### src/hdl/fabric_pkg.sv
// AHB-lite bus types, address map, register offsets and interrupt vector numbers
package fabric_pkg;

    // ======================================================================
    // Bus widths and transfer encodings
    // ======================================================================
    localparam int unsigned AHB_ADDR_W = 32;
    localparam int unsigned AHB_DATA_W = 64;
    localparam int unsigned AHB_SIZE_W = 3;

    localparam logic [1:0] HTRANS_IDLE   = 2'b00;
    localparam logic [1:0] HTRANS_NONSEQ = 2'b10;

    localparam logic HRESP_OKAY  = 1'b0;
    localparam logic HRESP_ERROR = 1'b1;

    // Initiator side, address phase fields plus write data
    typedef struct packed {
        logic [AHB_ADDR_W-1:0] haddr;
        logic [1:0]            htrans;
        logic                  hwrite;
        logic [AHB_SIZE_W-1:0] hsize;
        logic [AHB_DATA_W-1:0] hwdata;   // Valid in the data phase
    } ahb_req_t;

    // Responder side
    typedef struct packed {
        logic [AHB_DATA_W-1:0] hrdata;
        logic                  hready;
        logic                  hresp;
    } ahb_resp_t;

    // ======================================================================
    // Address map
    // ======================================================================
    localparam int unsigned CCM_AW      = 8;             // 256 words of 64 bits
    localparam int unsigned CCM_WORDS   = 2 ** CCM_AW;
    localparam int unsigned CCM_IDX_LSB = 3;             // Byte offset within a word

    localparam logic [AHB_ADDR_W-1:0] DCCM_BASE    = 32'h5000_0000;
    localparam logic [AHB_ADDR_W-1:0] ICCM_BASE    = 32'h4000_0000;
    localparam logic [AHB_ADDR_W-1:0] CCM_WIN_MASK = 32'h0000_07FF;

    localparam logic [AHB_ADDR_W-1:0] SOC_IFC_BASE     = 32'h3003_0000;
    localparam logic [AHB_ADDR_W-1:0] SOC_IFC_WIN_MASK = 32'h0000_00FF;

    // ======================================================================
    // SoC interface registers
    // ======================================================================
    localparam int unsigned SOC_IFC_OFS_W = 8;
    localparam int unsigned GENERIC_W     = 64;

    localparam logic [SOC_IFC_OFS_W-1:0] REG_GENERIC_OUT  = 8'h00;
    localparam logic [SOC_IFC_OFS_W-1:0] REG_ICCM_LOCK    = 8'h08;   // Bit 0, set only
    localparam logic [SOC_IFC_OFS_W-1:0] REG_ERROR_STATUS = 8'h10;   // Bit 0, W1C
    localparam logic [SOC_IFC_OFS_W-1:0] REG_NOTIF_STATUS = 8'h18;   // Bit 0, W1C
    localparam logic [SOC_IFC_OFS_W-1:0] REG_DOORBELL     = 8'h20;
    localparam logic [SOC_IFC_OFS_W-1:0] REG_GENERIC_IN   = 8'h28;

    // ======================================================================
    // Processor interrupt vector
    // ======================================================================
    // Vector 0 is reserved, so vector N lands on intr bit N-1
    localparam int unsigned NUM_INTR               = 31;
    localparam int unsigned INTR_VEC_SOC_IFC_ERROR = 19;
    localparam int unsigned INTR_VEC_SOC_IFC_NOTIF = 20;

    // Window match on base address and size mask
    function automatic logic win_hit(
        input logic [AHB_ADDR_W-1:0] addr,
        input logic [AHB_ADDR_W-1:0] base,
        input logic [AHB_ADDR_W-1:0] mask
    );
        return (addr & ~mask) == base;
    endfunction

endpackage

### src/hdl/soc_ifc_regs.sv
// SoC interface registers with ICCM lock, generic wires, doorbell and interrupts
`timescale 1ns/1ns

module soc_ifc_regs
    import fabric_pkg::*;
(
    input  logic                 clk,
    input  logic                 rst_n_i,
    input  ahb_req_t             dec_req_i,
    input  logic                 sel_i,
    input  logic                 iccm_axs_blocked_i,
    input  logic [GENERIC_W-1:0] generic_input_i,
    output ahb_resp_t            resp_o,
    output logic [GENERIC_W-1:0] generic_output_o,
    output logic                 iccm_lock_o,
    output logic                 error_intr_o,
    output logic                 notif_intr_o
);

    logic [SOC_IFC_OFS_W-1:0] ofs;
    logic                     wr;
    logic                     wr_gen;
    logic                     wr_lock;
    logic                     wr_err;
    logic                     wr_notif;
    logic                     wr_bell;

    logic [GENERIC_W-1:0]     gen_out_q;
    logic                     lock_q;
    logic                     err_sts_q;
    logic                     notif_sts_q;
    logic [AHB_DATA_W-1:0]    rdata;

    // ======================================================================
    // Write decode
    // ======================================================================
    assign ofs = dec_req_i.haddr[SOC_IFC_OFS_W-1:0];
    assign wr  = sel_i && dec_req_i.hwrite;

    assign wr_gen   = wr && (ofs == REG_GENERIC_OUT);
    assign wr_lock  = wr && (ofs == REG_ICCM_LOCK);
    assign wr_err   = wr && (ofs == REG_ERROR_STATUS);
    assign wr_notif = wr && (ofs == REG_NOTIF_STATUS);
    assign wr_bell  = wr && (ofs == REG_DOORBELL);   // Any data rings it

    always_ff @(posedge clk or negedge rst_n_i) begin
        if (!rst_n_i) begin
            gen_out_q   <= '0;
            lock_q      <= 1'b0;
            err_sts_q   <= 1'b0;
            notif_sts_q <= 1'b0;
        end else begin
            if (wr_gen) begin
                gen_out_q <= dec_req_i.hwdata;
            end

            // Lock sticks until reset
            if (wr_lock && dec_req_i.hwdata[0]) begin
                lock_q <= 1'b1;
            end

            // Hardware set wins over a clear in the same cycle
            if (iccm_axs_blocked_i) begin
                err_sts_q <= 1'b1;
            end else if (wr_err && dec_req_i.hwdata[0]) begin
                err_sts_q <= 1'b0;
            end

            if (wr_bell) begin
                notif_sts_q <= 1'b1;
            end else if (wr_notif && dec_req_i.hwdata[0]) begin
                notif_sts_q <= 1'b0;
            end
        end
    end

    // ======================================================================
    // Read mux and outputs
    // ======================================================================
    always_comb begin
        rdata = '0;
        case (ofs)
            REG_GENERIC_OUT:  rdata    = gen_out_q;
            REG_ICCM_LOCK:    rdata[0] = lock_q;
            REG_ERROR_STATUS: rdata[0] = err_sts_q;
            REG_NOTIF_STATUS: rdata[0] = notif_sts_q;
            REG_GENERIC_IN:   rdata    = generic_input_i;
            default:          rdata    = '0;   // Doorbell and holes
        endcase
    end

    always_comb begin
        resp_o.hrdata = rdata;
        resp_o.hready = 1'b1;
        resp_o.hresp  = HRESP_OKAY;   // Holes answer OKAY too
    end

    assign generic_output_o = gen_out_q;
    assign iccm_lock_o      = lock_q;
    assign error_intr_o     = err_sts_q;
    assign notif_intr_o     = notif_sts_q;

endmodule

### config.mk
export PLATFORM = sky130hd
export DESIGN_NAME = soc_ifc_regs
export DESIGN_NICKNAME = d
export VERILOG_FILES = /design/src/hdl/fabric_pkg.sv /design/src/hdl/soc_ifc_regs.sv
export SDC_FILE = /design/constraint.sdc
export NUM_CORES = 1
export LEC_CHECK = 0
export ABC_AREA = 1
export BUFFER_PORTS_ARGS = -buffer_cell sky130_fd_sc_hd__buf_2
export CAP_MARGIN = 40
export CORE_AREA = 2 2 119 121
export DETAILED_ROUTE_END_ITERATION = 10
export DIE_AREA = 0 0 121 123
export PLACE_DENSITY_LB_ADDON = 0.05
export SETUP_SLACK_MARGIN = 0.15
export SLEW_MARGIN = 25
export SYNTH_ARGS = -nofsm -noshare
export SYNTH_HDL_FRONTEND = slang
export SYNTH_SLANG_ARGS = --single-unit
export TNS_END_PERCENT = 30
### constraint.sdc
create_clock -name clk -period 1.4 [get_ports clk]
set_input_delay 0.07 -clock clk [delete_from_list [all_inputs] [get_ports clk]]
set_output_delay 0.07 -clock clk [all_outputs]
set_load 0.02 [all_outputs]
Yosys cells after proc, flatten, opt, wreduce, memory -nomap -nowiden
Index checks and enable logic that the tools add are counted.

Flip-flop bits (word level): 67. Input port bits: 170. Output and inout port bits: 133. Word-level logic and storage cells: 27.

Equality and inequality tests: 5. Muxes and demuxes: 6. Reductions and logical operators: 12.

Operators by type and width (number): $pmux 63 s2 (1); $eq 8x5->1 const B (2); $eq 8x6->1 const B (2); $logic_and 1x1->1 (9); $eq 8x4->1 const B (1); $logic_not 8->1 (1); $pmux 1 s5 (1); $mux 1 (4); $reduce_bool 2->1 (2).

Longest topological paths before layout
Word-level depth: 5. Mapped depth: 9. Mapped depth without buffers: 7.

Worst setup path after synthesis
No wires, ideal clock.

Path type: input port to output port. Start point: input dec_req_i[70] in the netlist's numbering. End point: output resp_o[11] in the netlist's numbering. Arrival time: 0.984 ns. Data required time: 1.330 ns. Path slack: 0.346 ns. Stages on the path: 9. Buffers on the path: 2. Cells stage by stage: inv_1 -> nand2_2 -> nor2_4 -> nand2_2 -> inv_2 -> buf_6 -> buf_6 -> nand2_1 -> nand2_1.

RTL lines: from (decl) (line soc_ifc_regs.sv:9) `input ahb_req_t dec_req_i,`; to (decl) (line soc_ifc_regs.sv:13) `output ahb_resp_t resp_o,`.

==> insert_results.sql <==
INSERT INTO impl_metrics (metric_group, metric, value, unit) VALUES
('timing', 'timing.final.setup_violations', '0', ''),
('cts', 'clock_latency', '330', 'ps'),
('floorplan', 'die_height', '123', 'microns'),
('timing', 'fmaxAchievable', '813', 'MHz'),
('pwr', 'power.total', '4.84', 'mW'),
('timing', 'worst_clock_skew', '0', 'ps'),
('synth', 'synth.top_cell.area_share', '45.2', '%'),
('global_routing', 'antenna_found_initial', '0', ''),
('placed_design', 'placedCellCount', '967', ''),
('floorplan', 'floorplan.die_area', '14900', 'sq um'),
('pwr', 'powerDensity', '723', 'nW/um^2'),
('placed_design', 'gp_congestion', '0.776', ''),
('detailed_routing', 'routedWlPerCell', '14.5', 'microns'),
('worst_setup_path', 'worstPathRequired', '1330', 'ps'),
('synth', 'synth.ff_latch_count', '67', ''),
('synth', 'synth_cell_types', '18', ''),
('pwr', 'max-vdd-ir-drop', '0.000433', 'V'),
('detailed_routing', 'first_pass_iters', '4', ''),
('worst_setup_path', 'critical_path.startpoint_type', 'input pin', ''),
('timing', 'setup_repair_after_global_routing_missed_its_margin', 'yes', ''),
('cts', 'cts_tree', 'built', ''),
('outcome', 'result_of_the_run', 'complete, no violations', ''),
('placed_design', 'port-buffer-count', '271', ''),
('cts', 'cts_buffer_depth', '2', ''),
('job', 'max_cap_violations', '0', ''),
('synth', 'syn_avg_cell_area', '6.89', 'sq um'),
('timing', 'slew_violations', '0', ''),
('pwr', 'leakage', '4.05', 'nW'),
('floorplan', 'placementRows', '43', ''),
('detailed_routing', 'first_iter_violations', '228', ''),
('global_routing', 'first_global_vias', '4483', ''),
('cells_and_area', 'design.final.nets', '1049', ''),
('synth', 'ys.warnings.count', '0', ''),
('cells_and_area', 'n_fill_cell', '1362', ''),
('worst_setup_path', 'worstSetupEndpointType', 'primary output', ''),
('floorplan', 'fp.coreArea', '13600', 'sq um'),
('synth', 'synth.yosys.seq_area_share', '45.2', '%'),
('timing', 'timing.final.crit_period', '1230', 'ps'),
('worst_setup_path', 'crit_path_max_incr_delay', '150', 'ps'),
('global_routing', 'grt_remaining_overflow', '0', ''),
('worst_setup_path', 'worst-path-max-fanout', '9', ''),
('worst_setup_path', 'worst-path-buf-inv', '6', ''),
('detailed_routing', 'route.detailed.drc', '0', ''),
('global_routing', 'globalRouteTotalUtil', '19.7', '%'),
('synth', 'syn-instance-count', '538', ''),
('detailed_routing', 'via_count_of_the_routed_design', '4879', ''),
('cells_and_area', 'post-route-util', '49.2', '%'),
('worst_setup_path', 'timing.critical_path.cells', 'buf_6 > inv_2 > nand2_4 > buf_6 > nor2_4 > buf_12 > buf_12 > nand3_1 > nand2_1 > buf_4', ''),
('cts', 'clock_sink_count', '67', ''),
('timing', 'hold_violations', '0', ''),
('cells_and_area', 'syn2layout_area_growth', '80.5', '%'),
('worst_setup_path', 'path_delay_family', 'buffers and inverters', ''),
('worst_setup_path', 'cell_with_the_largest_stage_delay_on_the_worst_path', 'sky130_fd_sc_hd__buf_12', ''),
('hold_path', 'hold_class', 'input pin to flop', ''),
('timing', 'setup_tns', '0', 'ps'),
('detailed_routing', 'drtAntennaViolNets', '0', ''),
('synth', 'netlist_top_cells_area', 'sky130_fd_sc_hd__dfrtp_1 (45%), sky130_fd_sc_hd__nand2_1 (27%), sky130_fd_sc_hd__nand3_1 (18%)', ''),
('floorplan', 'start_util', '27.2', '%'),
('floorplan', 'chipWidth', '121', 'microns'),
('cells_and_area', 'final-seq-area', '1680', 'sq um'),
('cells_and_area', 'post_layout_nonfiller_instances', '1062', ''),
('detailed_routing', 'viasPerCell', '4.59', ''),
('cells_and_area', 'multiInputGateArea', '1790', 'sq um'),
('global_routing', 'grt_max_degree', '68', ''),
('cts', 'cts_max_level', '3', ''),
('detailed_routing', 'totalWireLength', '15.4', 'mm'),
('cells_and_area', 'drive_gt1_share', '38.1', '%'),
('placed_design', 'dp.final_hpwl', '9.91', 'mm'),
('cells_and_area', 'antennaDiodeCount', '0', ''),
('cts', 'cts_root_buf', 'sky130_fd_sc_hd__clkbuf_16', ''),
('cts', 'clkSlewWorstSetupHoldPaths', '50', 'ps'),
('timing', 'final_min_period_over_clock_period', '87.9', '%'),
('worst_setup_path', 'critPathKind', 'input pin to primary output', ''),
('cts', 'cts_made_buffers', '9', ''),
('global_routing', 'grt_pass1_wl', '22.8', 'mm'),
('synth', 'synth_largest_area_cell', 'sky130_fd_sc_hd__dfrtp_1', ''),
('floorplan', 'num_io_pins', '303', ''),
('synth', 'synth_area', '3710', 'sq um'),
('synth', 'synth_fp_nets', '708', ''),
('worst_setup_path', 'worst_ep_arrival_time', '1160', 'ps');
-- logic make-up (layout without fill, tap and decap cells) --
kind of cell / Yosys count / count (layout) / share of synthesized area, %
and+or+nand+nor: 408 / 408 / 46.3
DFF: 67 / 67 / 45.2
buffers and inverters: 56 / 400 / 7.59
AOI/OAI and AO/OA: 5 / 5 / 0.675
other: 2 / 2 / 0.203
-- path summary, 6_finish.rpt --
kind                                           from                               end  cells after the start  slack, ps
min reg2reg                 iccm_lock_o$_DFFE_PN0P_           iccm_lock_o$_DFFE_PN0P_                      2        480
max reg2reg                notif_intr_o$_DFFE_PN0P_          notif_intr_o$_DFFE_PN0P_                      3        590
min                                   dec_req_i[24]  generic_output_o[24]$_DFFE_PN0P_                      3         20
max in group asynchronous                   rst_n_i   generic_output_o[3]$_DFFE_PN0P_                      3        790
min in group asynchronous                   rst_n_i  generic_output_o[52]$_DFFE_PN0P_                      3        310
max                                   dec_req_i[77]                         resp_o[9]                     10        170
-- layout make-up --
cell class | count | share of cell area [%]
timing repair buffer | 372 | 39.8
multi-input combinational | 415 | 26.8
sequential | 67 | 25.1
clock buffer | 12 | 3.83
tap | 180 | 3.37
inverter | 14 | 0.972
clock inverter | 2 | 0.187
-- cells in the final DEF, fill, tap and decap left out, types with 4 or more instances in the layout --
cell type	count
sky130_fd_sc_hd__buf_12	12
sky130_fd_sc_hd__buf_16	4
sky130_fd_sc_hd__buf_2	242
sky130_fd_sc_hd__buf_4	41
sky130_fd_sc_hd__buf_6	5
sky130_fd_sc_hd__clkbuf_16	13
sky130_fd_sc_hd__dfrtp_1	67
sky130_fd_sc_hd__dlygate4sd3_1	64
sky130_fd_sc_hd__inv_1	10
sky130_fd_sc_hd__nand2_1	265
sky130_fd_sc_hd__nand3_1	129
sky130_fd_sc_hd__nor2_4	4
sky130_fd_sc_hd__o21ai_0	4
-- per-stage QoR --
| step | area [sq um] | setup WS [ps] | hold WS, ps |
|---|---|---|---|
| floorplan | 3710 | 346 | -226 |
| global placement | 5350 | 80.0 | 126 |
| detailed placement | 5350 | 71.6 | 129 |
| CTS | 6440 | 93.2 | 12.8 |
| global route | 6690 | 112 | 43.7 |
| finish | 6690 | 170 | 21.7 |
-- state kept, by name, summed over array words and instances (netlist names) --
name and cells:
error_intr_o 1, notif_intr_o 1, generic_output_o 64, iccm_lock_o 1
-- synth_stat cells (all sizes together) --
master,count
nand2,270
nand3,131
dfrtp,67
inv,14
conb,2
clkbuf,13
buf,29
o21ai,5
nor2,7
-- power by group --
group	switching, mW	leakage [nW]	internal [mW]
combinational	0.356	3.00	0.380
sequential	0.0456	0.920	1.99
clock	0.798	0.131	1.27
-- tightest hold or removal path, cell delays in order --
cell and delay [ps]:
sky130_fd_sc_hd__buf_2 100, sky130_fd_sc_hd__nand3_1 70, sky130_fd_sc_hd__nand2_1 60
-- what timing repair did --
item | in CTS | in global routing
pin swaps | 2 | 8
hold endpoints to repair | 130 | 0
hold buffers | 64 | 0
resized for setup | 11 | 38
gates cloned | 3 | 4
setup buffers | 4 | 6
setup endpoints to repair | 63 | 64
-- metal layers --
metal | part of all wire, % | GRT usage (%)
met5 | 0 | 0
met4 | 1.7 | 7.41
met3 | 5.7 | 3.00
met2 | 51 | 35.5
met1 | 41 | 23.6
(Power assumes the default switching activity.)
