==> src/hdl/fabric_pkg.sv <==
// AHB-lite bus types, address map, register offsets and interrupt vector numbers
package fabric_pkg;

    // ======================================================================
    // Bus widths and transfer encodings
    // ======================================================================
    localparam int unsigned AHB_ADDR_W = 32;
    localparam int unsigned AHB_DATA_W = 64;
    localparam int unsigned AHB_SIZE_W = 3;

    localparam logic [1:0] HTRANS_IDLE   = 2'b00;
    localparam logic [1:0] HTRANS_NONSEQ = 2'b10;

    localparam logic HRESP_OKAY  = 1'b0;
    localparam logic HRESP_ERROR = 1'b1;

    // Initiator side, address phase fields plus write data
    typedef struct packed {
        logic [AHB_ADDR_W-1:0] haddr;
        logic [1:0]            htrans;
        logic                  hwrite;
        logic [AHB_SIZE_W-1:0] hsize;
        logic [AHB_DATA_W-1:0] hwdata;   // Valid in the data phase
    } ahb_req_t;

    // Responder side
    typedef struct packed {
        logic [AHB_DATA_W-1:0] hrdata;
        logic                  hready;
        logic                  hresp;
    } ahb_resp_t;

    // ======================================================================
    // Address map
    // ======================================================================
    localparam int unsigned CCM_AW      = 8;             // 256 words of 64 bits
    localparam int unsigned CCM_WORDS   = 2 ** CCM_AW;
    localparam int unsigned CCM_IDX_LSB = 3;             // Byte offset within a word

    localparam logic [AHB_ADDR_W-1:0] DCCM_BASE    = 32'h5000_0000;
    localparam logic [AHB_ADDR_W-1:0] ICCM_BASE    = 32'h4000_0000;
    localparam logic [AHB_ADDR_W-1:0] CCM_WIN_MASK = 32'h0000_07FF;

    localparam logic [AHB_ADDR_W-1:0] SOC_IFC_BASE     = 32'h3003_0000;
    localparam logic [AHB_ADDR_W-1:0] SOC_IFC_WIN_MASK = 32'h0000_00FF;

    // ======================================================================
    // SoC interface registers
    // ======================================================================
    localparam int unsigned SOC_IFC_OFS_W = 8;
    localparam int unsigned GENERIC_W     = 64;

    localparam logic [SOC_IFC_OFS_W-1:0] REG_GENERIC_OUT  = 8'h00;
    localparam logic [SOC_IFC_OFS_W-1:0] REG_ICCM_LOCK    = 8'h08;   // Bit 0, set only
    localparam logic [SOC_IFC_OFS_W-1:0] REG_ERROR_STATUS = 8'h10;   // Bit 0, W1C
    localparam logic [SOC_IFC_OFS_W-1:0] REG_NOTIF_STATUS = 8'h18;   // Bit 0, W1C
    localparam logic [SOC_IFC_OFS_W-1:0] REG_DOORBELL     = 8'h20;
    localparam logic [SOC_IFC_OFS_W-1:0] REG_GENERIC_IN   = 8'h28;

    // ======================================================================
    // Processor interrupt vector
    // ======================================================================
    // Vector 0 is reserved, so vector N lands on intr bit N-1
    localparam int unsigned NUM_INTR               = 31;
    localparam int unsigned INTR_VEC_SOC_IFC_ERROR = 19;
    localparam int unsigned INTR_VEC_SOC_IFC_NOTIF = 20;

    // Window match on base address and size mask
    function automatic logic win_hit(
        input logic [AHB_ADDR_W-1:0] addr,
        input logic [AHB_ADDR_W-1:0] base,
        input logic [AHB_ADDR_W-1:0] mask
    );
        return (addr & ~mask) == base;
    endfunction

endpackage

==> src/hdl/ahb_addr_decode.sv <==
// AHB-lite address decoder with ICCM disable, error responses and response mux
`timescale 1ns/1ns

module ahb_addr_decode
    import fabric_pkg::*;
(
    input  logic      clk,
    input  logic      rst_n_i,
    input  ahb_req_t  ahb_req_i,
    input  ahb_resp_t ccm_resp_i,
    input  ahb_resp_t soc_resp_i,
    input  logic      iccm_lock_i,
    output ahb_req_t  dec_req_o,
    output logic      ccm_sel_o,
    output logic      soc_sel_o,
    output ahb_resp_t ahb_resp_o,
    output logic      iccm_axs_blocked_o
);

    logic     addr_phase;     // Transfer accepted this cycle
    logic     hit_dccm;
    logic     hit_iccm;
    logic     hit_soc;
    logic     ccm_go;
    logic     soc_go;
    logic     blk_go;
    logic     err_go;

    ahb_req_t req_q;          // Address phase copy
    logic     ccm_sel_q;
    logic     soc_sel_q;
    logic     err1_q;         // First error cycle, hready low
    logic     err2_q;         // Second error cycle, hready high
    logic     blk_q;

    // ======================================================================
    // Address phase
    // ======================================================================
    assign addr_phase = (ahb_req_i.htrans == HTRANS_NONSEQ) && ahb_resp_o.hready;

    always_comb begin
        hit_dccm = win_hit(ahb_req_i.haddr, DCCM_BASE, CCM_WIN_MASK);
        hit_iccm = win_hit(ahb_req_i.haddr, ICCM_BASE, CCM_WIN_MASK);
        hit_soc  = win_hit(ahb_req_i.haddr, SOC_IFC_BASE, SOC_IFC_WIN_MASK);
    end

    // Both DMA windows land on the same memory, lock only disables ICCM
    assign ccm_go = addr_phase && (hit_dccm || (hit_iccm && !iccm_lock_i));
    assign soc_go = addr_phase && hit_soc;
    assign blk_go = addr_phase && hit_iccm && iccm_lock_i;
    assign err_go = addr_phase && !ccm_go && !soc_go;   // Unmapped or blocked

    // Request copy for the data phase
    always_ff @(posedge clk) begin
        if (addr_phase) begin
            req_q <= ahb_req_i;
        end
    end

    always_ff @(posedge clk or negedge rst_n_i) begin
        if (!rst_n_i) begin
            ccm_sel_q <= 1'b0;
            soc_sel_q <= 1'b0;
            err1_q    <= 1'b0;
            err2_q    <= 1'b0;
            blk_q     <= 1'b0;
        end else begin
            ccm_sel_q <= ccm_go;
            soc_sel_q <= soc_go;
            err1_q    <= err_go;
            err2_q    <= err1_q;
            blk_q     <= blk_go;
        end
    end

    // ======================================================================
    // Data phase
    // ======================================================================
    always_comb begin
        dec_req_o        = req_q;
        dec_req_o.hwdata = ahb_req_i.hwdata;   // Write data follows the address
    end

    assign ccm_sel_o          = ccm_sel_q;
    assign soc_sel_o          = soc_sel_q;
    assign iccm_axs_blocked_o = blk_q;         // Pulses in the first error cycle

    // Two cycle ERROR response, otherwise the selected responder
    always_comb begin
        ahb_resp_o = '{hrdata: '0, hready: 1'b1, hresp: HRESP_OKAY};
        if (err1_q) begin
            ahb_resp_o.hready = 1'b0;
            ahb_resp_o.hresp  = HRESP_ERROR;
        end else if (err2_q) begin
            ahb_resp_o.hresp  = HRESP_ERROR;
        end else if (ccm_sel_q) begin
            ahb_resp_o = ccm_resp_i;
        end else if (soc_sel_q) begin
            ahb_resp_o = soc_resp_i;
        end
    end

endmodule

==> config.mk <==
export PLATFORM = sky130hd
export DESIGN_NAME = ahb_addr_decode
export DESIGN_NICKNAME = d
export VERILOG_FILES = /design/src/hdl/fabric_pkg.sv /design/src/hdl/ahb_addr_decode.sv
export SDC_FILE = /design/constraint.sdc
export NUM_CORES = 1
export LEC_CHECK = 0
export BUFFER_PORTS_ARGS = -buffer_cell sky130_fd_sc_hd__buf_2
export CORE_AREA = 5 5 155 157
export DETAILED_ROUTE_END_ITERATION = 10
export DIE_AREA = 0 0 160 162
export HOLD_SLACK_MARGIN = 0.05
export SYNTH_ARGS = -nofsm -noshare
export SYNTH_HDL_FRONTEND = slang
export SYNTH_SLANG_ARGS = --single-unit
==> constraint.sdc <==
create_clock -name clk -period 2.6 [get_ports clk]
set_clock_uncertainty 0.05 [all_clocks]
set_input_delay 0.26 -clock clk [delete_from_list [all_inputs] [get_ports clk]]
set_output_delay 0.26 -clock clk [all_outputs]
set_load 0.01 [all_outputs]
After elaboration in Yosys (flattened, before gate mapping)
Cells that the tools add are included.

Register bits after elaboration: 43. Input bits: 237. Logic and storage cells: 31.

Reductions and logical operators: 12. Multiplexer cells: 6. Eq/ne operators: 4.

Operators with widths (count): 66-bit two-way mux (2); 65-bit two-way mux (1); 64-bit two-way mux (1); 21-bit by 20-bit equality test with 1-bit output, second input constant (2); 24-bit by 22-bit equality test with 1-bit output, second input constant (1); 1-bit logical AND (8); 1-bit zero test (3); 2-bit equality test, second input constant (1); 2-bit two-way mux (1); 1-bit logical OR (1); 1-bit two-way mux (1).

Logic depth before layout (Yosys ltp)
Gate-level depths: netlist (run 1).

Depth after elaboration: 9. Depth in mapped cells: 5. Gate-level depth less buffers: 3.

Worst setup path before layout (run 1)
Ideal clock, no wire load.

Path kind: reg2reg. From: reg err1_q. To: reg req_q, in the netlist dec_req_o[100] (enable). Buffers on the path: 0. Clock period less this slack: 2.269 ns. Required time: 2.157 ns. Stages on the path, launching flop included: 4. Data arrival time: 1.827 ns. Slack: 0.331 ns. Cells stage by stage: dfrtp_1 or3b_1 a211o_1 inv_1.

Longest elaborated chain between the ends: 2.

RTL lines: start, declared (RTL line ahb_addr_decode.sv:32) `logic err1_q;`; start signal, assigned (RTL line ahb_addr_decode.sv:70) `err1_q <= err_go;`; 2-bit two-way mux (RTL line ahb_addr_decode.sv:91) `if (err1_q) begin`; 1-bit logical AND (RTL line ahb_addr_decode.sv:39) `assign addr_phase = (ahb_req_i.htrans == HTRANS_NONSEQ) && ahb_resp_o.hready;`; via addr_phase (RTL line ahb_addr_decode.sv:20) `logic addr_phase;`; end signal, assigned (RTL line ahb_addr_decode.sv:56) `req_q <= ahb_req_i;`; end, declared (RTL line ahb_addr_decode.sv:29) `ahb_req_t req_q;`.

The timed path passes the listed nets, and every way through them passes these cells. A chain may end at the register's enable or synchronous reset.

==> results by group, run 1 <==
Run status
  • Status: finished clean

Final layout
  • Post-route cell area: 4160 sq um
  • Synth-to-layout area growth: 52.9%
  • Layout net count: 725
  • Ant. Diodes: 0
  • # fillers: 2499
  • Share of cells above drive strength 1: 0.607

Pwr
  • Share of power burned in registers: 0.454
  • Total chip power: 1.74 mW
  • Switch Pwr: 0.383 mW
  • Cell internal pwr: 1.36 mW
  • VDD IR-drop max: 0.475 mV
  • PwrDens: 419 nW/um^2
  • Gate power share: 0.141
  • Static Leak: 2.00 nW
  • Sw Ratio: 0.220
  • Clock power share: 0.406

Floorplan
  • Die height: 162 um
  • Site Rows: 55
  • Die area: 25900 sq um
  • Core Region: 22400 sq um
  • Die Span X: 160 um
  • Io pins: 408
  • Initial Util: 0.122

Placement
  • Buffers on Ports: 279
  • Gp weighted congestion: 0.736
  • Post-DP HPWL: 10900 um
  • DP Area: 3980 sq um

Synthesis
  • Avg Inst Size Synth: 9.72 sq um
  • Most frequent cells after synthesis: buf_4, nor2_1, a22oi_1, edfxtp_1, clkbuf_1
  • Synth Cell Area: 2720 sq um
  • Unique masters post-synth: 26
  • EDFF count, synth: 38
  • FF+latch count, synth: 43
  • Register area share after synthesis: 0.465
  • Top_reg_cell synth: edfxtp_1
  • Mapped Nets: 517
  • Yosys top cell by area: edfxtp_1
  • Dominant cells by area after synthesis: edfxtp_1, buf_4, a22oi_1
  • Syn. warnings: 0
  • Top cell type's share of synthesized area: 0.419
  • Post-synth ARST share: 0.116
  • Post-Syn Instances: 280

CTS
  • Root Driver: clkbuf_16
  • CTS tree: yes
  • Clock-pin transition on the worst setup and hold timing paths: 60 ps
  • Post-CTS Setup Bufs: 0
  • Longest Clk Path Bufs: 2
  • # H-tree levels: 2
  • Num CTS Buffers: 5
  • Hold Buf Count CTS: 1
  • Latest clock arrival within the worst-skew pair: 280 ps
  • CTS Sinks: 43
  • Post-CTS resize count: 0

GRT
  • Vias in the first global route: 2886
  • Largest net degree at the start of global routing: 45
  • Gr ovfl total: 0
  • First-pass GRT wire length: 17700 um
  • Total GRT Usage: 0.0881
  • Initial antenna violation count: 5

Timing
  • Endpoints failing setup: 0
  • Max Freq: 0.454 GHz
  • Setup TNS: 0 ps
  • Slew HR: 0.621
  • RSZ-0062 raised after global routing: false
  • Post-layout minimum cycle time: 2200 ps
  • Actual slew at the worst max-slew pin: 568 ps
  • Slew Limit Fails: 0
  • Tcrit/Tclk final: 0.846
  • Final hold viol count: 0

Setup path
  • CP Max Fanout: 42
  • WP data required: 2290 ps
  • Reg2Reg Depth: 4
  • CP Class: flop to primary output
  • R2r setup slk: 580 ps
  • Crit path capture type: primary output
  • Worst setup SP type: flop
  • Worst EP arrival: 1890 ps
  • Critical R2R Capture: dec_req_o[80]
  • FF-to-FF Start: err1_q

Flow run
  • Max_cap viols: 0

Drt
  • WL per Instance: 16.6 um
  • Vias per std cell: 3.78
  • # DRC: 0
  • Drt pass-1 iters: 4
  • Initial DRC count: 146
  • Final wirelength: 12800 um
  • Routed Antenna Nets: 0
  • Routed vias: 2925

Min path
  • Worst min path class: input pin to flop
  • WHS Endpoint: dec_req_o[75]
  • Hold Startpoint: ahb_req_i[75]
  • Worst Hold Depth: 1
==> power by group through the flow <==
| stage | Sequential [mW] | Combinational, mW | Clock, mW |
|---|---|---|---|
| floorplan | 0.820 | 0.144 | 0 |
| global placement | 0.806 | 0.242 | 0 |
| detailed placement | 0.806 | 0.246 | 0 |
| CTS | 0.792 | 0.248 | 0.722 |
| global route | 0.793 | 0.269 | 0.764 |
| finish | 0.791 | 0.245 | 0.707 |
==> sequential cells by signal, indices dropped and copies added, names as in the netlist <==
register	count
err1_q	1
err2_q	1
soc_sel_o	1
ccm_sel_o	1
dec_req_o	38
iccm_axs_blocked_o	1
==> worst max path at each step <==
stage | from | endpoint | slack (ps) | depth (start not counted)
CTS | err2_q | ahb_resp_o[0] | 360 | 4
floorplan | err1_q | dec_req_o[100] | 330 | 3
finish | err2_q | ahb_resp_o[0] | 400 | 4
global route | err2_q | ahb_resp_o[0] | 310 | 4
detailed placement | err1_q | dec_req_o[65] | 570 | 4
global placement | err1_q | dec_req_o[77] | 600 | 4
==> per-layer routing <==
| metal | up-vias | GRT usage | share of wire |
|---|---|---|---|
| met5 | - | 0 | 0.0031 |
| met4 | 6 | 0.0297 | 0.032 |
| met3 | 54 | 0.0469 | 0.13 |
| met2 | 200 | 0.145 | 0.47 |
| met1 | 1289 | 0.0981 | 0.36 |
| li1 | 1376 | - | - |
==> per-stage QoR <==
stage | util | hold WS [ps] | setup slack (ps) | std cells
after floorplan | - | -85.6 | 331 | 280
after global placement | 0.178 | 28.3 | 596 | 765
after detailed placement | 0.178 | 30.6 | 566 | 765
after CTS | 0.186 | 97.3 | 356 | 774
after global routing | 0.186 | 89.9 | 312 | 774
final | 0.186 | 104 | 399 | 774
==> worst max-delay path: stages, from the launching register on <==
cell and delay [ps]:
dfrtp_1 390, or2_2 530, buf_12 270, a221o_1 270
buf_2 140
==> cells by family after synthesis <==
logic type             Yosys count  synth area share
and+or+nand+nor                 82             0.136
AOI/OAI and AO/OA               69             0.192
buffers and inverters           86             0.207
DFF                             43             0.465
==> cell type report <==
| type | instances | area [sq um] | share of cell area |
|---|---|---|---|
| tap | 285 | 357 | 0.0857 |
| timing repair buffer | 286 | 1460 | 0.352 |
| clock buffer | 5 | 125 | 0.0301 |
| sequential | 43 | 1270 | 0.304 |
| clock inverter | 3 | 46.3 | 0.0111 |
| inverter | 1 | 3.75 | 0.000902 |
| multi-input combinational | 151 | 900 | 0.216 |
==> cell usage in the layout (no fill, tap or decap) <==
master	n
buf_2	279
nand2_1	1
a211o_1	1
nand4_1	2
or4b_1	1
or4_1	1
buf_12	1
or2_2	1
nand3b_1	1
nor3b_1	1
clkinvlp_4	1
nor2b_1	1
nor2_1	64
dlygate4sd3_1	1
o21ba_1	1
inv_1	1
a211oi_1	1
bufinv_16	1
nor4b_2	1
a22oi_1	63
inv_6	1
dfrtp_2	1
buf_4	5
nor2b_4	1
a21oi_1	1
a221o_1	1
or3b_1	1
clkbuf_16	5
o22a_1	1
dfrtp_1	4
nor4_1	6
edfxtp_1	38
Power figures use the tool's default switching activity.
==> inputs of run 2 (changes only) <==
==> constraint.sdc (replaced) <==
create_clock -name clk -period 2.1 [get_ports clk]
set_clock_uncertainty 0.05 [all_clocks]
set_input_delay 0.21 -clock clk [delete_from_list [all_inputs] [get_ports clk]]
set_output_delay 0.21 -clock clk [all_outputs]
set_load 0.01 [all_outputs]
==> run 2 against run 1 <==
  * Flip-flop and latch count did not move
  * Worst setup slack worse by 270 ps
  * Global-route usage is 0.37 points lower
  * Largest power group unchanged
==> results by group, run 2 (same netlist as run 1, synthesis figures left out) <==
Flow run
  • Max_cap viols: 0

CTS
  • Longest Clk Path Bufs: 2
  • # H-tree levels: 2
  • Root Driver: clkbuf_16
  • CTS Sinks: 43
  • Num CTS Buffers: 5
  • Post-CTS Setup Bufs: 0
  • Latest clock arrival within the worst-skew pair: 280 ps
  • CTS tree: yes
  • Clock-pin transition on the worst setup and hold timing paths: 60 ps

GRT
  • Gr ovfl total: 0
  • Total GRT Usage: 0.0844
  • Vias in the first global route: 3054
  • Largest net degree at the start of global routing: 48
  • First-pass GRT wire length: 17400 um
  • Initial antenna violation count: 2

Floorplan
  • Die Span X: 160 um
  • Initial Util: 0.122
  • Core Region: 22400 sq um
  • Die height: 162 um
  • Io pins: 408
  • Die area: 25900 sq um
  • Site Rows: 55

Pwr
  • Switch Pwr: 0.479 mW
  • VDD IR-drop max: 0.507 mV
  • Sw Ratio: 0.221
  • Cell internal pwr: 1.69 mW
  • Share of power burned in registers: 0.451
  • Gate power share: 0.144
  • Static Leak: 2.02 nW
  • PwrDens: 511 nW/um^2
  • Clock power share: 0.404

Drt
  • WL per Instance: 15.6 um
  • Initial DRC count: 183
  • Vias per std cell: 3.83
  • Routed Antenna Nets: 0
  • Drt pass-1 iters: 4
  • Final wirelength: 12200 um
  • Routed vias: 2992
  • # DRC: 0

Final layout
  • Share of cells above drive strength 1: 0.602
  • Commonest non-fill, non-tap cell in the layout: buf_2
  • Post-route cell area: 4250 sq um
  • Synth-to-layout area growth: 56.1%
  • Final core utilization: 0.190
  • Layout net count: 731
  • Max reg flops: 38
  • Most frequent cells in the layout: buf_2, nor2_1, a22oi_1

Timing
  • Worst hold margin: 56.8 ps
  • Setup TNS: 0 ps
  • Max Freq: 0.507 GHz
  • RSZ-0062 raised after global routing: false
  • Endpoints failing setup: 0
  • Post-layout minimum cycle time: 1970 ps
  • Actual slew at the worst max-slew pin: 514 ps
  • Slew HR: 0.658
  • Slew Limit Fails: 0
  • Final hold viol count: 0
  • Tcrit/Tclk final: 0.940

Setup path
  • Largest stage delay on the critical path: 440 ps
  • WP data required: 1840 ps
  • Crit path capture type: primary output
  • Worst setup SP type: flop
  • Critical path's slowest cell: buf_4
  • CP Max Fanout: 47
  • Critical path cell sequence: buf_4 > a22oi_1 > nor2_1 > buf_2
  • CP Class: flop to primary output
  • Worst EP arrival: 1710 ps
  • CP Buf/Inv Count: 2
  • Top Family by Delay on Critical Path: buffers and inverters

Run status
  • Status: finished clean

Min path
  • Worst min path class: input pin to flop

Placement
  • Gp weighted congestion: 0.744
  • DP Area: 4020 sq um
  • Post-DP HPWL: 10200 um
  • Buffers on Ports: 279
## run 2: metal layers
metal  part of all wire  vias up  GRT usage
met1               0.38     1326      0.101
met2               0.46      224      0.132
li1                   -     1389          -
met3               0.12       53     0.0317
met4              0.046        0     0.0454
met5                  0        -          0
## run 2: per-stage QoR
step	total power [mW]	worst slack, ps	std cells
final	2.17	127	781
after global routing	2.27	51.1	781
after CTS	2.19	37.9	778
after detailed placement	1.31	269	766
after global placement	1.30	282	766
after floorplan	1.19	162	280
## run 2: path summary, 6_finish.rpt
check | slack (ps) | startpoint | end | cells after the start
min in group asynchronous | 220 | rst_n_i | err1_q | 2
worst min-delay path | 60 | ahb_req_i[64] | dec_req_o[64] | 1
worst max-delay path | 130 | ccm_sel_o | ahb_resp_o[31] | 4
worst min register to register | 390 | err1_q | err2_q | 0
worst max register to register | 250 | err1_q | dec_req_o[90] | 4
max in group asynchronous | 1640 | rst_n_i | ccm_sel_o | 2
## run 2: cell type report
| cell class | count | area (sq um) |
|---|---|---|
| Clock buffer | 5 | 125 |
| Tap cell | 285 | 357 |
| Sequential cell | 43 | 1270 |
| Fill cell | 2474 | 18100 |
| Inverter | 1 | 7.51 |
| Multi-Input combinational cell | 151 | 902 |
| Timing Repair Buffer | 292 | 1550 |
| Clock inverter | 3 | 42.5 |
| Antenna cell | 1 | 2.50 |
## run 2: worst register-to-register path: cells and delay by family, from the launching register on
family	cells	cell delay, ps
DFF	1	410
and+or+nand+nor	1	380
AOI/OAI and AO/OA	1	360
buffers and inverters	2	320
## run 2: repair_timing
item | in CTS | in global routing
hold endpoints to repair | 8 | 2
resized for setup | 0 | 1
hold buffers | 4 | 2
setup endpoints to repair | 0 | 6
## run 2: power groups by stage
stage	clock (mW)	sequential [mW]	combinational (mW)
6_report	0.878	0.980	0.314
4_1_cts	0.894	0.980	0.316
3_3_place_gp	0	0.998	0.304
2_1_floorplan	0	1.01	0.179
5_1_grt	0.940	0.983	0.346
3_5_place_dp	0	0.998	0.309
==> inputs of run 3 (changes only) <==
--- a/config.mk
+++ b/config.mk
@@ -5,10 +5,11 @@
 export SDC_FILE = /design/constraint.sdc
 export NUM_CORES = 1
 export LEC_CHECK = 0
+export ABC_AREA = 1
 export BUFFER_PORTS_ARGS = -buffer_cell sky130_fd_sc_hd__buf_2
-export CORE_AREA = 5 5 155 157
+export CORE_AREA = 5 5 154 156
 export DETAILED_ROUTE_END_ITERATION = 10
-export DIE_AREA = 0 0 160 162
+export DIE_AREA = 0 0 159 161
 export HOLD_SLACK_MARGIN = 0.05
 export SYNTH_ARGS = -nofsm -noshare
 export SYNTH_HDL_FRONTEND = slang
==> run 3 against run 2 <==
  * Core utilization rose by 1.4 points
  * Non-clock buffer count up 1
  * First-iteration DRC count down 2.7%
  * Global-route usage up 0.74 points
  * Sequential power is essentially flat
  * Final cell count increased by 4.7%
  * Via count grew 4.5%
  * Critical path type unchanged
  * Largest cell class unchanged
  * Highest routed layer is now met5
==> results by group, run 3 <==
Timing
  • Worst hold margin: 58.1 ps
  • Setup TNS: 0 ps
  • Tcrit/Tclk final: 0.912
  • Max Freq: 0.522 GHz
  • Endpoints failing setup: 0
  • Worst setup slack after layout: 185 ps
  • Slew HR: 0.758
  • Actual slew at the worst max-slew pin: 363 ps
  • Slew Limit Fails: 0
  • Post-layout minimum cycle time: 1910 ps
  • RSZ-0062 raised after global routing: false
  • Final hold viol count: 0

Setup path
  • Crit path capture type: primary output
  • CP Class: flop to primary output
  • WP data required: 1840 ps
  • CP Max Fanout: 28
  • Worst setup SP type: flop
  • Critical path's slowest cell: dfrtp_4
  • Critical path cell sequence: nor2_4 > buf_6 > a22oi_1 > nor2_1 > buf_2
  • Worst EP arrival: 1650 ps
  • Largest stage delay on the critical path: 510 ps

CTS
  • CTS Sinks: 43
  • Post-CTS Setup Bufs: 0
  • Root Driver: clkbuf_16
  • Latest clock arrival within the worst-skew pair: 280 ps
  • # H-tree levels: 2
  • Clock-pin transition on the worst setup and hold timing paths: 60 ps
  • CTS tree: yes
  • Num CTS Buffers: 5
  • Longest Clk Path Bufs: 2

Final layout
  • # fillers: 2501
  • Most frequent cells in the layout: buf_2, nor2_1, a22oi_2
  • Synth-to-layout area growth: 49.0%
  • Ant. Diodes: 0
  • Max reg flops: 38
  • Layout net count: 769
  • Post-route cell area: 4540 sq um
  • Register area: 1270 sq um
  • Commonest non-fill, non-tap cell in the layout: buf_2
  • Share of cells above drive strength 1: 0.634
  • Area occupied by multi-input gates: 1130 sq um

Drt
  • Drt pass-1 iters: 6
  • Routed Antenna Nets: 0
  • WL per Instance: 16.0 um
  • Initial DRC count: 178
  • Final wirelength: 13100 um
  • Routed vias: 3127
  • Vias per std cell: 3.82
  • # DRC: 0

Floorplan
  • Site Rows: 55
  • Io pins: 408
  • Core Region: 22200 sq um
  • Die Span X: 159 um
  • Die height: 161 um
  • Die area: 25600 sq um
  • Initial Util: 0.137

Pwr
  • VDD IR-drop max: 0.385 mV
  • PwrDens: 482 nW/um^2
  • Static Leak: 2.12 nW

Synthesis
  • Yosys top cell by area: edfxtp_1
  • Synth Cell Area: 3050 sq um
  • Top cell type's share of synthesized area: 0.375
  • EDFF count, synth: 38
  • Most frequent cells after synthesis: nor2_1, buf_4, a22oi_2, edfxtp_1, a22oi_1
  • FF+latch count, synth: 43
  • Mapped Nets: 553
  • Post-Syn Instances: 316
  • Unique masters post-synth: 17
  • Dominant cells by area after synthesis: edfxtp_1, buf_4, a22oi_2
  • Syn. warnings: 0
  • Top-count cell post-synth: nor2_1
  • Post-synth ARST share: 0.116
  • Top_reg_cell synth: edfxtp_1
  • Avg Inst Size Synth: 9.64 sq um
  • Register area share after synthesis: 0.416

Placement
  • Buffers on Ports: 279
  • DP Worst Slack: 351 ps
  • Gp weighted congestion: 0.817
  • DP Area: 4310 sq um
  • Post-DP HPWL: 10900 um

Min path
  • Worst min path class: input pin to flop

GRT
  • First-pass GRT wire length: 18500 um
  • Vias in the first global route: 3153
  • Initial antenna violation count: 4
  • Largest net degree at the start of global routing: 60
  • Total GRT Usage: 0.0918
  • Gr ovfl total: 0

Flow run
  • Max_cap viols: 0

Run status
  • Status: finished clean
## run 3: cell families after synthesis
logic type	share of synthesized area
compound gates	0.225
buf+inv	0.216
flops	0.416
simple gates	0.143
## run 3: worst max-delay path: cells and delay by family, from the launching register on
| family | cells | cell delay (ps) |
|---|---|---|
| AOI/OAI and AO/OA | 1 | 120 |
| buffers and inverters | 2 | 450 |
| DFF | 1 | 510 |
| and+or+nand+nor | 2 | 280 |
## run 3: where the power goes
part	switching, mW	internal, mW
clock network	0.314	0.561
logic	0.171	0.163
registers	0.00767	0.970
total	0.492	1.69
## run 3: cell type report
class                           instances  share of cell area
Clock inverter                          2             0.00827
Sequential cell                        43               0.280
Timing Repair Buffer                  293               0.346
Inverter                               11             0.00910
Multi-Input combinational cell        178               0.250
Tap cell                              285              0.0786
Clock buffer                            6              0.0284
## run 3: metal layers
| metal | up-vias | share of wire | track usage |
|---|---|---|---|
| li1 | 1460 | - | - |
| met1 | 1393 | 0.36 | 0.101 |
| met2 | 260 | 0.43 | 0.134 |
| met3 | 8 | 0.20 | 0.0875 |
| met4 | 6 | 0.00099 | 0.00698 |
| met5 | - | 0.0026 | 0.0133 |
## run 3: worst paths after layout
path	start	endpoint	slack [ps]	depth (start not counted)
min in group asynchronous	rst_n_i	err2_q	240	2
hold reg to reg	err1_q	err2_q	360	0
hold / removal	ahb_req_i[70]	dec_req_o[70]	60	1
setup / recovery	ccm_sel_o	ahb_resp_o[7]	190	5
max in group asynchronous	rst_n_i	ccm_sel_o	1620	2
setup reg to reg	ccm_sel_o	dec_req_o[98]	470	6
## run 3: per-stage QoR
stage | power (mW) | util | cells
2_1_floorplan | 1.20 | - | 316
4_1_cts | 2.21 | 0.204 | 817
3_5_place_dp | 1.33 | 0.194 | 804
3_3_place_gp | 1.32 | 0.194 | 804
6_report | 2.19 | 0.204 | 818
5_1_grt | 2.30 | 0.204 | 818
## run 3: repair_timing
item	in CTS	in global routing
endpoints found under the hold margin	9	1
gates resized for setup	0	1
setup endpoints to repair	0	9
hold buffers	5	1
